<file path="src/hdl/mem_route_pkg.sv">
package mem_route_pkg;

  // --------------------------------------------------
  // cache to channel grouping
  // --------------------------------------------------
  localparam int NUM_CACHE          = 8;
  localparam int NUM_CHANNELS_USED  = 2;
  localparam int CACHES_PER_CHANNEL = NUM_CACHE / NUM_CHANNELS_USED;

  localparam int CACHE_ID_W   = $clog2(NUM_CACHE);
  localparam int CHANNEL_ID_W = $clog2(NUM_CHANNELS_USED);
  localparam int LOCAL_ID_W   = $clog2(CACHES_PER_CHANNEL);

  // --------------------------------------------------
  // address widths
  // --------------------------------------------------
  localparam int CACHE_ADDR_W = 27;
  // local index sits above the cache bank address
  localparam int CHANNEL_ADDR_W = LOCAL_ID_W + CACHE_ADDR_W;

  // dram fields, msb to lsb: bg, ba, ro, co, byte offset
  localparam int BG_W          = 2;
  localparam int BA_W          = 2;
  localparam int RO_W          = 14;
  localparam int CO_W          = 6;
  localparam int BYTE_OFFSET_W = 5;

  // --------------------------------------------------
  // timing
  // --------------------------------------------------
  localparam int GLOBAL_CTR_W = 64;
  localparam int RESET_DEPTH  = 2;
  // one register per stage, three stages
  localparam int PIPE_LATENCY = 3;

  typedef enum logic {
    OP_READ  = 1'b0,
    OP_WRITE = 1'b1
  } req_op_e;

endpackage

</file>
<file path="src/hdl/channel_map_stage.sv">
`timescale 1ns/1ps

module channel_map_stage
  import mem_route_pkg::*;
(
  input  logic                      core_clk,
  input  logic                      reset_i,

  // from capture stage
  input  logic                      cap_v_i,
  input  logic [CACHE_ID_W-1:0]     cap_cache_id_i,
  input  req_op_e                   cap_op_i,
  input  logic [CACHE_ADDR_W-1:0]   cap_addr_i,
  input  logic [GLOBAL_CTR_W-1:0]   cap_timestamp_i,

  // to address split stage
  output logic                      map_v_o,
  output logic [CHANNEL_ID_W-1:0]   map_channel_o,
  output req_op_e                   map_op_o,
  output logic [CHANNEL_ADDR_W-1:0] map_ch_addr_o,
  output logic [GLOBAL_CTR_W-1:0]   map_timestamp_o
);

  logic [CHANNEL_ID_W-1:0] channel_d;
  logic [LOCAL_ID_W-1:0]   local_id_d;

  // --------------------------------------------------
  // fixed grouping of caches onto channels
  // --------------------------------------------------
  // consecutive caches share a channel
  assign channel_d  = CHANNEL_ID_W'(int'(cap_cache_id_i) / CACHES_PER_CHANNEL);
  assign local_id_d = LOCAL_ID_W'(int'(cap_cache_id_i) % CACHES_PER_CHANNEL);

  always_ff @(posedge core_clk) begin
    if (reset_i) begin
      map_v_o <= 1'b0;
    end else begin
      map_v_o <= cap_v_i;
    end
  end

  // local index goes in the msbs of the channel address
  always_ff @(posedge core_clk) begin
    if (cap_v_i) begin
      map_channel_o   <= channel_d;
      map_op_o        <= cap_op_i;
      map_ch_addr_o   <= {local_id_d, cap_addr_i};
      map_timestamp_o <= cap_timestamp_i;
    end
  end

endmodule

</file>
<file path="src/hdl/dram_addr_split_stage.sv">
`timescale 1ns/1ps

module dram_addr_split_stage
  import mem_route_pkg::*;
(
  input  logic                         core_clk,
  input  logic                         reset_i,

  // from channel map stage
  input  logic                         map_v_i,
  input  logic [CHANNEL_ID_W-1:0]      map_channel_i,
  input  req_op_e                      map_op_i,
  input  logic [CHANNEL_ADDR_W-1:0]    map_ch_addr_i,
  input  logic [GLOBAL_CTR_W-1:0]      map_timestamp_i,

  // per-channel dram request
  output logic [NUM_CHANNELS_USED-1:0] dram_v_o,
  output req_op_e                      dram_op_o,
  output logic [BG_W-1:0]              dram_bg_o,
  output logic [BA_W-1:0]              dram_ba_o,
  output logic [RO_W-1:0]              dram_ro_o,
  output logic [CO_W-1:0]              dram_co_o,
  output logic [BYTE_OFFSET_W-1:0]     dram_byte_offset_o,
  output logic [GLOBAL_CTR_W-1:0]      dram_timestamp_o
);

  // --------------------------------------------------
  // channel strobe decode
  // --------------------------------------------------
  // one-hot, or all zero when idle
  always_ff @(posedge core_clk) begin
    if (reset_i) begin
      dram_v_o <= '0;
    end else begin
      for (int ch = 0; ch < NUM_CHANNELS_USED; ch++) begin
        dram_v_o[ch] <= map_v_i && (map_channel_i == CHANNEL_ID_W'(ch));
      end
    end
  end

  // --------------------------------------------------
  // address field split
  // --------------------------------------------------
  // bank group ends up holding the cache's local index
  always_ff @(posedge core_clk) begin
    if (map_v_i) begin
      dram_op_o <= map_op_i;
      {dram_bg_o, dram_ba_o, dram_ro_o, dram_co_o, dram_byte_offset_o} <= map_ch_addr_i;
      dram_timestamp_o <= map_timestamp_i;
    end
  end

endmodule

</file>
<file path="src/hdl/global_cycle_counter.sv">
`timescale 1ns/1ps

module global_cycle_counter
  import mem_route_pkg::*;
(
  input  logic                    core_clk,
  input  logic                    reset_i,
  output logic [GLOBAL_CTR_W-1:0] cycle_count_o
);

  // delayed copy of reset, matches the reset pipeline of the fabric
  logic [RESET_DEPTH-1:0] reset_chain;
  logic                   reset_delayed;

  always_ff @(posedge core_clk) begin
    reset_chain[0] <= reset_i;
    for (int i = 1; i < RESET_DEPTH; i++) begin
      reset_chain[i] <= reset_chain[i-1];
    end
  end

  assign reset_delayed = reset_chain[RESET_DEPTH-1];

  // --------------------------------------------------
  // free-running cycle counter
  // --------------------------------------------------
  // held at zero while the delayed reset is high
  always_ff @(posedge core_clk) begin
    if (reset_delayed) begin
      cycle_count_o <= '0;
    end else begin
      cycle_count_o <= cycle_count_o + 1'b1;
    end
  end

endmodule

</file>
<file path="src/hdl/mem_route_top.sv">
`timescale 1ns/1ps

module mem_route_top
  import mem_route_pkg::*;
(
  input  logic                         core_clk,
  input  logic                         reset_i,

  // request from the cache banks
  input  logic                         req_v_i,
  input  logic [CACHE_ID_W-1:0]        req_cache_id_i,
  input  req_op_e                      req_op_i,
  input  logic [CACHE_ADDR_W-1:0]      req_addr_i,

  // request to the dram channels
  output logic [NUM_CHANNELS_USED-1:0] dram_v_o,
  output req_op_e                      dram_op_o,
  output logic [BG_W-1:0]              dram_bg_o,
  output logic [BA_W-1:0]              dram_ba_o,
  output logic [RO_W-1:0]              dram_ro_o,
  output logic [CO_W-1:0]              dram_co_o,
  output logic [BYTE_OFFSET_W-1:0]     dram_byte_offset_o,
  output logic [GLOBAL_CTR_W-1:0]      dram_timestamp_o
);

  logic [GLOBAL_CTR_W-1:0]   cycle_count;

  // stage 1 outputs
  logic                      cap_v;
  logic [CACHE_ID_W-1:0]     cap_cache_id;
  req_op_e                   cap_op;
  logic [CACHE_ADDR_W-1:0]   cap_addr;
  logic [GLOBAL_CTR_W-1:0]   cap_timestamp;

  // stage 2 outputs
  logic                      map_v;
  logic [CHANNEL_ID_W-1:0]   map_channel;
  req_op_e                   map_op;
  logic [CHANNEL_ADDR_W-1:0] map_ch_addr;
  logic [GLOBAL_CTR_W-1:0]   map_timestamp;

  // --------------------------------------------------
  // global time
  // --------------------------------------------------
  global_cycle_counter global_cc (
    .core_clk      (core_clk),
    .reset_i       (reset_i),
    .cycle_count_o (cycle_count)
  );

  // --------------------------------------------------
  // request pipeline
  // --------------------------------------------------
  req_capture_stage capture (
    .core_clk        (core_clk),
    .reset_i         (reset_i),
    .req_v_i         (req_v_i),
    .req_cache_id_i  (req_cache_id_i),
    .req_op_i        (req_op_i),
    .req_addr_i      (req_addr_i),
    .cycle_count_i   (cycle_count),
    .cap_v_o         (cap_v),
    .cap_cache_id_o  (cap_cache_id),
    .cap_op_o        (cap_op),
    .cap_addr_o      (cap_addr),
    .cap_timestamp_o (cap_timestamp)
  );

  channel_map_stage chan_map (
    .core_clk        (core_clk),
    .reset_i         (reset_i),
    .cap_v_i         (cap_v),
    .cap_cache_id_i  (cap_cache_id),
    .cap_op_i        (cap_op),
    .cap_addr_i      (cap_addr),
    .cap_timestamp_i (cap_timestamp),
    .map_v_o         (map_v),
    .map_channel_o   (map_channel),
    .map_op_o        (map_op),
    .map_ch_addr_o   (map_ch_addr),
    .map_timestamp_o (map_timestamp)
  );

  dram_addr_split_stage addr_split (
    .core_clk           (core_clk),
    .reset_i            (reset_i),
    .map_v_i            (map_v),
    .map_channel_i      (map_channel),
    .map_op_i           (map_op),
    .map_ch_addr_i      (map_ch_addr),
    .map_timestamp_i    (map_timestamp),
    .dram_v_o           (dram_v_o),
    .dram_op_o          (dram_op_o),
    .dram_bg_o          (dram_bg_o),
    .dram_ba_o          (dram_ba_o),
    .dram_ro_o          (dram_ro_o),
    .dram_co_o          (dram_co_o),
    .dram_byte_offset_o (dram_byte_offset_o),
    .dram_timestamp_o   (dram_timestamp_o)
  );

endmodule

</file>
<file path="src/hdl/req_capture_stage.sv">
`timescale 1ns/1ps

module req_capture_stage
  import mem_route_pkg::*;
(
  input  logic                      core_clk,
  input  logic                      reset_i,

  // incoming request strobe
  input  logic                      req_v_i,
  input  logic [CACHE_ID_W-1:0]     req_cache_id_i,
  input  req_op_e                   req_op_i,
  input  logic [CACHE_ADDR_W-1:0]   req_addr_i,

  // global time
  input  logic [GLOBAL_CTR_W-1:0]   cycle_count_i,

  // captured request
  output logic                      cap_v_o,
  output logic [CACHE_ID_W-1:0]     cap_cache_id_o,
  output req_op_e                   cap_op_o,
  output logic [CACHE_ADDR_W-1:0]   cap_addr_o,
  output logic [GLOBAL_CTR_W-1:0]   cap_timestamp_o
);

  // --------------------------------------------------
  // valid
  // --------------------------------------------------
  // every strobe is accepted, there is no ready
  always_ff @(posedge core_clk) begin
    if (reset_i) begin
      cap_v_o <= 1'b0;
    end else begin
      cap_v_o <= req_v_i;
    end
  end

  // --------------------------------------------------
  // payload
  // --------------------------------------------------
  // timestamp is the count in the cycle the strobe is sampled
  always_ff @(posedge core_clk) begin
    if (req_v_i) begin
      cap_cache_id_o  <= req_cache_id_i;
      cap_op_o        <= req_op_i;
      cap_addr_o      <= req_addr_i;
      cap_timestamp_o <= cycle_count_i;
    end
  end

endmodule

</file>
<file path="config.mk">
export PLATFORM = sky130hd
export DESIGN_NAME = mem_route_top
export DESIGN_NICKNAME = d
export VERILOG_FILES = /design/src/hdl/mem_route_pkg.sv /design/src/hdl/channel_map_stage.sv /design/src/hdl/dram_addr_split_stage.sv /design/src/hdl/global_cycle_counter.sv /design/src/hdl/mem_route_top.sv /design/src/hdl/req_capture_stage.sv
export SDC_FILE = /design/constraint.sdc
export NUM_CORES = 1
export LEC_CHECK = 0
export ABC_AREA = 1
export BUFFER_PORTS_ARGS = -buffer_cell sky130_fd_sc_hd__buf_2
export CORE_UTILIZATION = 47
export DETAILED_ROUTE_END_ITERATION = 12
export PLACE_DENSITY = 0.66
export REMOVE_ABC_BUFFERS = 1
export SLEW_MARGIN = 10
export SYNTH_ARGS = -nofsm -noshare
export SYNTH_HDL_FRONTEND = slang
export SYNTH_SLANG_ARGS = --single-unit
export TNS_END_PERCENT = 10
</file>
<file path="constraint.sdc">
create_clock -name core_clk -period 5.9 [get_ports core_clk]
set_input_delay 0.295 -clock core_clk [delete_from_list [all_inputs] [get_ports core_clk]]
set_output_delay 0.295 -clock core_clk [all_outputs]
set_load 0.005 [all_outputs]
</file>
==> results.txt, run 1 <==
----------------------------------------------------
[Floorplanning]
  Full die area ... 0.0272 sq mm
  Core region area ... 0.0261 sq mm
  Number of top-level pins ... 130
  Initial core utilization ... 47.8%
  Horizontal die dimension ... 165 microns
  Die Ht ... 165 microns
  Number of rows in the core area ... 59

[Worst setup path]
  Worst-path maximum fanout ... 36
  Arrival time worst endpoint ... 2.53 ns
  Family with the most delay on the worst path ... buffers and inverters
  Setup slack on the worst flop-to-flop path ... 3.76 ns
  Category of the most critical setup path ... reg2reg
  Critical path startpoint category ... flip-flop
  Ordered list of cells on the worst path ... buf_4 -> clkinv_1 -> o21ai_0 -> a21oi_1
  Start of the worst register-to-register path ... global_cc.reset_chain[1]$_DFF_P_
  Launching instance or port of the critical path ... global_cc.reset_chain[1]$_DFF_P_
  Endpoint kind of the worst setup timing path ... flip-flop
  Slowest cell on crit path ... clkinv_1
  Worst Path Buf+Inv ... 2
  Data required time of the worst path ... 6.29 ns
  Crit-path max cell delay ... 0.94 ns

[Placed design]
  Placed standard-cell area ... 0.0135 sq mm
  Buffers added on ports ... 129
  Placed wire-length estimate after detailed placement ... 15.4 mm
  Gp weighted congestion ... 0.882

[Yosys]
  Post-Synthesis Cells ... 937
  Yosys reg bits ... 354
  Post-synthesis average cell area ... 13.3 sq um
  Cells taking the most area after synthesis ... edfxtp_1 (68%), dfxtp_1 (11%), nand2_1 (5.8%)
  Post-synthesis sequential area ratio ... 79.7%
  Area of the mapped netlist ... 0.0125 sq mm
  Biggest area consumer among synthesized cells ... edfxtp_1
  Share of the synthesized area in the top cell type ... 68.5%
  Unique cell type count in the Yosys netlist ... 26
  Total of warnings raised by yosys ... 0

[Pwr]
  Static leakage ... 0.00552 uW
  Switching share of power ... 19.1%
  Peak supply drop ... 0.324 mV
  Psw ... 977 uW
  Combinational group share of total power ... 1.9%
  Internal power contribution ... 4130 uW
  Flop pwr share ... 55.1%
  Cell area power density ... 340 mW/mm^2
  Total Power Consumption ... 5110 uW
  Clock share of power ... 43.0%

[Layout]
  Signed area change from the synthesized netlist to the final layout ... 20.6%
  Post-route design area ... 0.0150 sq mm
  Net count reported at finish ... 1169
  Total inserted antenna cells ... 0
  Fraction of final layout cells with drive strength greater than 1 ... 18.4%
  Core utilization of the finished layout ... 57.6%

[Timing]
  Final slew viol count ... 0
  Worst clock skew on the final layout ... 0.00854 ns
  Ratio of final minimum period to clock period ... 36.3%
  Total count of hold-check failures in the final report ... 0
  Worst slew pin tran ... 1.07 ns
  Setup repair after global routing missed its margin ... no
  Peak clock frequency supported by timing ... 466 MHz
  Tightest slew margin relative to the limit ... 28.1%
  Hold Slack ... 0.265 ns
  Fin Setup TNS ... 0 ns
  Setup violators final ... 0
  Crit path time final ... 2.14 ns

[Clock tree]
  Clock latency at the later pin of the worst-skew pair ... 0.51 ns
  Clock buffer count from CTS ... 36
  TritonCTS clock tree ... built
  CTS Buffer Depth ... 3
  H-tree lvl count ... 2
  CTS Root Buffer Type ... clkbuf_16
  Clock-pin slew of the registers on the worst-case setup and hold paths ... 0.06 ns
  Number of clock sinks seen by CTS ... 354
  Post-CTS repair timing setup buffer count ... 0

[Drt]
  Via density per instance ... 4.71
  Number of routed nets with antenna violations ... 0
  DRT iter0 DRCs ... 543
  Drt drc ... 0
  Total Wirelength ... 22.9 mm
  Total via count after detailed routing ... 7047
  Detailed-routing iteration count for the pre-antenna-repair pass ... 5
  Routed wirelength normalized by instance count ... 15.3 microns

[Global routing]
  Global router's overall resource usage ... 17.4%
  Initial antenna violation count ... 0
  Wire length of the first global-routing pass ... 35.7 mm
  Total congestion overflow after global routing ... 0
  Largest net degree at the start of global routing ... 68
  Vias in the first global route ... 6645

[Job]
  Number of maximum-capacitance constraint violations ... 0

[Outcome]
  Run status ... finished clean

[Min path]
  Startpoint of the most critical hold path ... req_v_i
  Min-Delay Path Class ... in2reg

----------------------------------------------------
power groups by stage:
stage	clock, uW	combinational, uW	sequential, uW
after global placement	0	79.1	2870
after global routing	2350	107	2820
after detailed placement	0	80.7	2870
after CTS	2250	97.7	2820
final	2200	95.6	2820
after floorplan	0	11.7	2880
registers in the layout, summed over array words and instances (netlist names), 3 cells and up:
name	cells
addr_split.dram_timestamp_o	64
addr_split.dram_co_o	6
addr_split.dram_byte_offset_o	5
capture.cap_addr_o	27
capture.cap_timestamp_o	64
global_cc.cycle_count_o	64
addr_split.dram_ro_o	14
chan_map.map_ch_addr_o	29
chan_map.map_timestamp_o	64
capture.cap_cache_id_o	3
worst min-delay path, delay by kind of cell:
family | cells | cell delay, ns
AND/OR/NAND/NOR | 1 | 0.04
buffers and inverters | 2 | 0.36
area by class of cell:
cell class              instances  area, sq um
well taps                     335          419
clock buffers                  55         1030
fillers                      2118        11000
multi-input cells             495         2200
clock inverters                10          125
repair buffers                165          998
flip-flops and latches        354         9940
inverters                      82          308
cells by family (layout without fill, tap and decap cells):
logic type | after synthesis | count (layout) | synth area share, %
and+or+nand+nor | 436 | 436 | 14.7
DFF | 354 | 354 | 79.7
buffers and inverters | 88 | 312 | 2.65
AOI/OAI and AO/OA | 51 | 51 | 2.31
xor gates and xnor gates | 7 | 7 | 0.492
adders and majority gates | 1 | 1 | 0.100
stage by stage:
step	std cells	setup WS, ns
6_report	1496	3.76
5_1_grt	1496	3.49
4_1_cts	1496	3.69
3_5_place_dp	1399	3.71
3_3_place_gp	1399	3.79
2_1_floorplan	931	3.07
cells in the mapped netlist:
master	n
inv_2	2
nand2_1	194
nor3b_1	2
dfxtp_1	70
nor2_8	1
nor3_1	5
o21bai_1	7
inv_1	79
o21a_1	6
nand3_1	29
nor2b_1	1
nor2_4	4
nor2_2	10
nor2_1	164
o21ai_0	13
ha_1	1
nand3b_1	4
clkbuf_1	6
a21oi_1	25
xor2_1	6
nand2_2	9
xnor2_1	1
edfxtp_1	284
nand4_1	12
nand2_4	1
clkinv_1	1
layout by cell type, fill, tap and decap left out, types with 3 or more instances in the layout:
cell,n
a21oi_1,25
buf_2,128
buf_4,5
clkbuf_1,13
clkbuf_16,36
clkbuf_8,6
clkinv_2,3
dfxtp_1,68
dlygate4sd3_1,32
edfxtp_1,284
inv_1,79
inv_6,3
nand2_1,194
nand2_2,9
nand3_1,29
nand3b_1,4
nand4_1,12
nor2_1,164
nor2_2,10
nor2_4,4
nor3_1,5
o21a_1,6
o21ai_0,13
o21bai_1,7
xor2_1,6
final timing paths:
path / to / depth (start not counted)
min reg2reg: global_cc.reset_chain[1]$_DFF_P_ / 0
max: global_cc.cycle_count_o[11]$_SDFF_PP0_ / 4
max reg2reg: global_cc.cycle_count_o[11]$_SDFF_PP0_ / 4
min: capture.cap_v_o$_SDFF_PP0_ / 3
metal layers:
layer,track usage [%],part of all wire [%],up-vias
met4,5.30,2.1,0
met2,27.3,45,183
met5,0,0,-
li1,-,-,3578
met3,3.31,5.0,38
met1,24.5,48,3248
timing repair:
action / CTS / global route
hold buffers: 32 / 0
gates resized for setup: 0 / 0
hold endpoints to repair: 35 / 0
Note: power is estimated with default switching activity, not from simulation.
==> run 2: changes to the inputs <==
--- a/config.mk
+++ b/config.mk
@@ -5,7 +5,7 @@
 export SDC_FILE = /design/constraint.sdc
 export NUM_CORES = 1
 export LEC_CHECK = 0
-export ABC_AREA = 1
+export ABC_AREA = 0
 export BUFFER_PORTS_ARGS = -buffer_cell sky130_fd_sc_hd__buf_2
 export CORE_UTILIZATION = 47
 export DETAILED_ROUTE_END_ITERATION = 12
==> constraint.sdc (replaced) <==
create_clock -name core_clk -period 2.1 [get_ports core_clk]
set_input_delay 0.105 -clock core_clk [delete_from_list [all_inputs] [get_ports core_clk]]
set_output_delay 0.105 -clock core_clk [all_outputs]
set_load 0.005 [all_outputs]
==> run 2 against run 1 <==
Net effect:
- clock power grew to 3.0 times the previous value
- non-clock buffer count is 40 higher
- setup slack worse by 3.6 ns
- hold slack worse by 0.17 ns
- fmax is 7.6% higher
- largest power group unchanged
- highest routed layer unchanged
==> results.txt, run 2 <==
----------------------------------------------------
[Outcome]
  Run status ... finished clean

[Yosys]
  Total of warnings raised by yosys ... 0
  FFs w/ async S/R, synth ... 0%
  Share of the synthesized area in the top cell type ... 72.7%
  Most used DFF post-synth ... edfxtp_1
  Post-synthesis average cell area ... 17.8 sq um
  Commonest cells in the synthesized netlist ... edfxtp_1 (284), dfxtp_1 (70), nor2_1 (41)
  Area of the mapped netlist ... 0.0117 sq mm
  Post-synthesis sequential area ratio ... 84.7%
  Biggest area consumer among synthesized cells ... edfxtp_1
  Unique cell type count in the Yosys netlist ... 35
  Yosys reg bits ... 354
  Cells taking the most area after synthesis ... edfxtp_1 (73%), dfxtp_1 (12%), xnor2_1 (1.6%)
  Most frequent cell after synthesis ... edfxtp_1
  EDFF count, synth ... 284
  Post-Synthesis Cells ... 657

[Worst setup path]
  Crit-path max cell delay ... 0.49 ns
  Ordered list of cells on the worst path ... nand4_4 -> nor4_4 -> nand4_4 -> or3_1 -> a21oi_1
  Worst-path maximum fanout ... 14
  Slowest cell on crit path ... nor4_4
  Setup slack on the worst flop-to-flop path ... 0.11 ns
  Data required time of the worst path ... 2.53 ns
  Endpoint kind of the worst setup timing path ... flip-flop
  Number of cell instances on the worst register-to-register path ... 5
  Category of the most critical setup path ... reg2reg
  Critical path startpoint category ... flip-flop
  Arrival time worst endpoint ... 2.42 ns
  Most used cell along the critical path ... nand4_4

[Placed design]
  Gp weighted congestion ... 0.758
  Buffers added on ports ... 129
  Placed wire-length estimate after detailed placement ... 11.7 mm

[Drt]
  Via density per instance ... 5.00
  Drt drc ... 0
  Total via count after detailed routing ... 6159
  Routed wirelength normalized by instance count ... 15.4 microns
  Detailed-routing iteration count for the pre-antenna-repair pass ... 5
  DRT iter0 DRCs ... 363
  Total Wirelength ... 18.9 mm
  Number of routed nets with antenna violations ... 0

[Timing]
  Worst clock skew on the final layout ... 0.0158 ns
  Setup violators final ... 0
  Final slew viol count ... 0
  Setup repair after global routing missed its margin ... yes
  Total count of hold-check failures in the final report ... 0
  Worst slew pin tran ... 0.488 ns
  Fin Setup TNS ... 0 ns
  Peak clock frequency supported by timing ... 502 MHz
  Tightest slew margin relative to the limit ... 67.5%
  Crit path time final ... 1.99 ns
  Ratio of final minimum period to clock period ... 94.8%

[Global routing]
  Vias in the first global route ... 6008
  Largest net degree at the start of global routing ... 39
  Initial antenna violation count ... 0
  Total congestion overflow after global routing ... 0
  Wire length of the first global-routing pass ... 31.0 mm
  Global router's overall resource usage ... 15.4%

[Min path]
  Min-Delay Path Class ... in2reg
  Cell depth of the worst min-delay path ... 1

[Layout]
  Commonest cells after routing, fill and taps aside ... edfxtp_1 (284), buf_2 (128), dfxtp_1 (65)
  Most common cell after layout, fill and taps aside ... edfxtp_1
  Fraction of final layout cells with drive strength greater than 1 ... 28.4%
  Total inserted antenna cells ... 0
  Net count reported at finish ... 917
  Signed area change from the synthesized netlist to the final layout ... 25.9%
  Core utilization of the finished layout ... 60.5%

[Job]
  Number of maximum-capacitance constraint violations ... 0

[Pwr]
  Cell area power density ... 1000 mW/mm^2
  Total Power Consumption ... 14800 uW
  Peak supply drop ... 0.528 mV
  Static leakage ... 0.00523 uW

[Clock tree]
  Number of clock sinks seen by CTS ... 354
  Clock latency at the later pin of the worst-skew pair ... 0.51 ns
  Post-CTS repair timing setup buffer count ... 0
  Clock buffer count from CTS ... 35
  H-tree lvl count ... 2
  TritonCTS clock tree ... built
  CTS Buffer Depth ... 3
  Clock-pin slew of the registers on the worst-case setup and hold paths ... 0.06 ns
  CTS Root Buffer Type ... clkbuf_16

[Floorplanning]
  Die Ht ... 160 microns
  Number of rows in the core area ... 57
  Number of top-level pins ... 130
  Core region area ... 0.0244 sq mm
  Horizontal die dimension ... 160 microns
  Initial core utilization ... 48.1%
  Full die area ... 0.0256 sq mm

----------------------------------------------------
[run 2: changes by cell type in the layout (fill, tap and decap cells not counted), sizes merged, moves of 7 or more]
cell,before,now
nand4,12,22
o21bai,7,0
nand2,204,19
nor2,179,41
buf,133,173
xnor2,1,22
o21ai,13,22
inv,84,7
or3,0,23
or4,0,12
nor4,0,8
o31ai,0,10
clkbuf,55,43
a21oi,25,32
[run 2: final timing paths]
kind | from | end
setup / recovery | global_cc.cycle_count_o[13]$_SDFF_PP0_ | global_cc.cycle_count_o[61]$_SDFF_PP0_
hold / removal | req_v_i | capture.cap_addr_o[8]$_DFFE_PP_
setup reg to reg | global_cc.cycle_count_o[13]$_SDFF_PP0_ | global_cc.cycle_count_o[61]$_SDFF_PP0_
hold reg to reg | global_cc.reset_chain[0]$_DFF_P_ | global_cc.reset_chain[1]$_DFF_P_
[run 2: metal layers]
metal | vias to the layer above | GRT usage [%] | share of wire, %
li1 | 2977 | - | -
met1 | 2975 | 20.7 | 45
met2 | 164 | 24.3 | 47
met3 | 43 | 3.14 | 5.2
met4 | 0 | 6.80 | 3.1
met5 | - | 0 | 0
[run 2: report_power, final]
group          internal, uW  switching [uW]  leakage [uW]
Clock                  4080            2510      0.000601
Combinational           117             147       0.00133
Sequential             7830            80.3       0.00330
[run 2: area by class of cell]
| cell class | count | area [sq um] |
|---|---|---|
| sequential | 354 | 9940 |
| fill | 1831 | 9630 |
| multi-input combinational | 279 | 1760 |
| timing repair buffer | 205 | 1390 |
| clock buffer | 43 | 980 |
| tap | 324 | 405 |
| clock inverter | 20 | 267 |
| inverter | 7 | 26.3 |
[run 2: cell families (layout without fill, tap and decap cells)]
logic type | Yosys count | count (layout) | share of synthesized area (%)
AND/OR/NAND/NOR | 184 | 184 | 9.15
AO/OA/AOI/OAI | 64 | 64 | 2.95
XOR/XNOR | 30 | 30 | 2.24
flip-flops | 354 | 354 | 84.7
adder cells (fa/ha/maj) | 1 | 1 | 0.107
buffers and inverters | 24 | 275 | 0.875
[run 2: timing repair]
action,4_1_cts,5_1_grt
gates resized for setup,1,13
pin swaps,0,2
setup endpoints to repair,6,25
hold buffers,32,0
hold endpoints to repair,36,0
[run 2: critical path, delay by kind of cell, from the launching register on]
family,cells,cell delay [ns]
simple gates,4,1.35
flops,1,0.43
compound gates,1,0.15
[run 2: stage by stage]
step / setup slack, ns / cells / hold WS, ns / cell area, sq um
finish: 0.108 / 1232 / 0.0942 / 14800
global route: -0.0421 / 1232 / 0.0947 / 14800
CTS: 0.00893 / 1232 / 0.0801 / 14700
detailed placement: -0.0521 / 1137 / 0.283 / 13100
global placement: 0.0266 / 1137 / 0.281 / 13100
floorplan: -0.722 / 640 / 0.133 / 11600
==> run 3: changes to the inputs <==
--- a/config.mk
+++ b/config.mk
@@ -7,9 +7,11 @@
 export LEC_CHECK = 0
 export ABC_AREA = 0
 export BUFFER_PORTS_ARGS = -buffer_cell sky130_fd_sc_hd__buf_2
+export CAP_MARGIN = 10
 export CORE_UTILIZATION = 47
 export DETAILED_ROUTE_END_ITERATION = 12
-export PLACE_DENSITY = 0.66
+export MAX_ROUTING_LAYER = met4
+export PLACE_DENSITY = 0.68
 export REMOVE_ABC_BUFFERS = 1
 export SLEW_MARGIN = 10
 export SYNTH_ARGS = -nofsm -noshare
==> run 3 against run 2 <==
Net effect:
- clock-buffer cell count increased by 13
- sequential power is essentially flat
- utilization down 0.60 points
- via count down 0.15%
- sequential cell count stayed put
- critical path type unchanged
==> results.txt, run 3 (synthesis gave the netlist of run 2 again) <==
----------------------------------------------------
[Drt]
  Number of routed nets with antenna violations ... 0
  Drt drc ... 0
  Via density per instance ... 4.98
  Total Wirelength ... 19.5 mm
  DRT iter0 DRCs ... 445
  Routed wirelength normalized by instance count ... 15.8 microns
  Total via count after detailed routing ... 6150
  Detailed-routing iteration count for the pre-antenna-repair pass ... 4

[Worst setup path]
  Endpoint kind of the worst setup timing path ... flip-flop
  Data required time of the worst path ... 2.52 ns
  Worst-path maximum fanout ... 11
  Arrival time worst endpoint ... 2.42 ns
  Category of the most critical setup path ... reg2reg
  Critical path startpoint category ... flip-flop
  Setup slack on the worst flop-to-flop path ... 0.1 ns

[Layout]
  Post-route design area ... 0.0146 sq mm
  Signed area change from the synthesized netlist to the final layout ... 24.7%
  Most common cell after layout, fill and taps aside ... edfxtp_1
  Commonest cells after routing, fill and taps aside ... edfxtp_1 (284), buf_2 (128), dfxtp_1 (63)
  Final instance count without filler cells ... 1234
  Fraction of final layout cells with drive strength greater than 1 ... 27.3%
  Net count reported at finish ... 919
  Total inserted antenna cells ... 0

[Timing]
  Tightest slew margin relative to the limit ... 52.5%
  Setup violators final ... 0
  Worst Slack Setup Final ... 0.0954 ns
  Crit path time final ... 2.00 ns
  Setup repair after global routing missed its margin ... yes
  Total count of hold-check failures in the final report ... 0
  Final slew viol count ... 0
  Worst clock skew on the final layout ... 0.0147 ns
  Worst slew pin tran ... 0.712 ns
  Peak clock frequency supported by timing ... 499 MHz
  Hold Slack ... 0.168 ns
  Ratio of final minimum period to clock period ... 95.5%

[Pwr]
  Static leakage ... 0.00519 uW
  Cell area power density ... 960 mW/mm^2
  Peak supply drop ... 0.488 mV
  Total Power Consumption ... 14000 uW

[Clock tree]
  CTS Root Buffer Type ... clkbuf_16
  H-tree lvl count ... 2
  Clock-pin slew of the registers on the worst-case setup and hold paths ... 0.06 ns
  CTS Buffer Depth ... 3
  Clock buffer count from CTS ... 35
  TritonCTS clock tree ... built
  Number of clock sinks seen by CTS ... 354
  Clock latency at the later pin of the worst-skew pair ... 0.50 ns

[Placed design]
  Buffers added on ports ... 129
  Placement-stage worst setup slack ... -0.0774 ns
  Gp weighted congestion ... 0.789
  Placed wire-length estimate after detailed placement ... 11.6 mm
  Placed standard-cell area ... 0.0130 sq mm
  Placed Instances ... 1131

[Job]
  Number of maximum-capacitance constraint violations ... 0

[Min path]
  Min-Delay Path Class ... in2reg

[Floorplanning]
  Initial core utilization ... 48.1%
  Die Ht ... 160 microns
  Core region area ... 0.0244 sq mm
  Full die area ... 0.0256 sq mm
  Number of top-level pins ... 130
  Number of rows in the core area ... 57
  Horizontal die dimension ... 160 microns

[Global routing]
  Total congestion overflow after global routing ... 0
  Global router's overall resource usage ... 15.9%
  Vias in the first global route ... 5980
  Wire length of the first global-routing pass ... 31.0 mm
  Largest net degree at the start of global routing ... 97
  Initial antenna violation count ... 0

[Outcome]
  Run status ... finished clean

----------------------------------------------------
[run 3: worst max-delay path: stages, from the launching register on]
cell and delay [ns]:
dfxtp_1 0.42, nand2_1 0.16, nor4_4 0.32, buf_4 0.23
nand3_2 0.10, buf_4 0.18, or3_1 0.35, a21oi_1 0.16
[run 3: path summary, 6_finish.rpt]
path | start | end | cells after the start
hold reg to reg | global_cc.reset_chain[0]$_DFF_P_ | global_cc.reset_chain[1]$_DFF_P_ | 0
hold / removal | req_v_i | capture.cap_timestamp_o[4]$_DFFE_PP_ | 2
setup / recovery | global_cc.cycle_count_o[2]$_SDFF_PP0_ | global_cc.cycle_count_o[39]$_SDFF_PP0_ | 7
setup reg to reg | global_cc.cycle_count_o[2]$_SDFF_PP0_ | global_cc.cycle_count_o[39]$_SDFF_PP0_ | 7
[run 3: layout make-up]
type                    count  area (sq um)
multi-input cells         282          1830
fillers                  1879          9770
clock inverters             7          86.3
clock buffers              56           997
inverters                   7          26.3
flip-flops and latches    354          9940
repair buffers            204          1330
well taps                 324           405
[run 3: power by group]
part           switching [uW]  internal [uW]  total (uW)
sequential               76.1           7830        7910
clock                    2370           3500        5870
combinational             151            107         258
total                    2590          11400       14000
[run 3: per-stage QoR]
step	TNS, ns	util [%]
floorplan	-137.28	-
global placement	-0.0469	53.4
detailed placement	-0.427	53.4
CTS	-0.0140	59.3
global route	-0.00519	59.9
finish	0	59.9
[run 3: per-layer routing]
layer	GRT usage, %	part of all wire [%]
met1	20.7	44
met2	25.3	49
met3	3.06	5.2
met4	4.94	1.4
met5	-	0
[run 3: what timing repair did]
action	in CTS	in global routing
gates resized for setup	5	17
pin swaps	1	5
buffers inserted	0	5
gates cloned	1	2
hold buffers	32	0
endpoints found under the setup margin	12	32
endpoints found under the hold margin	36	0
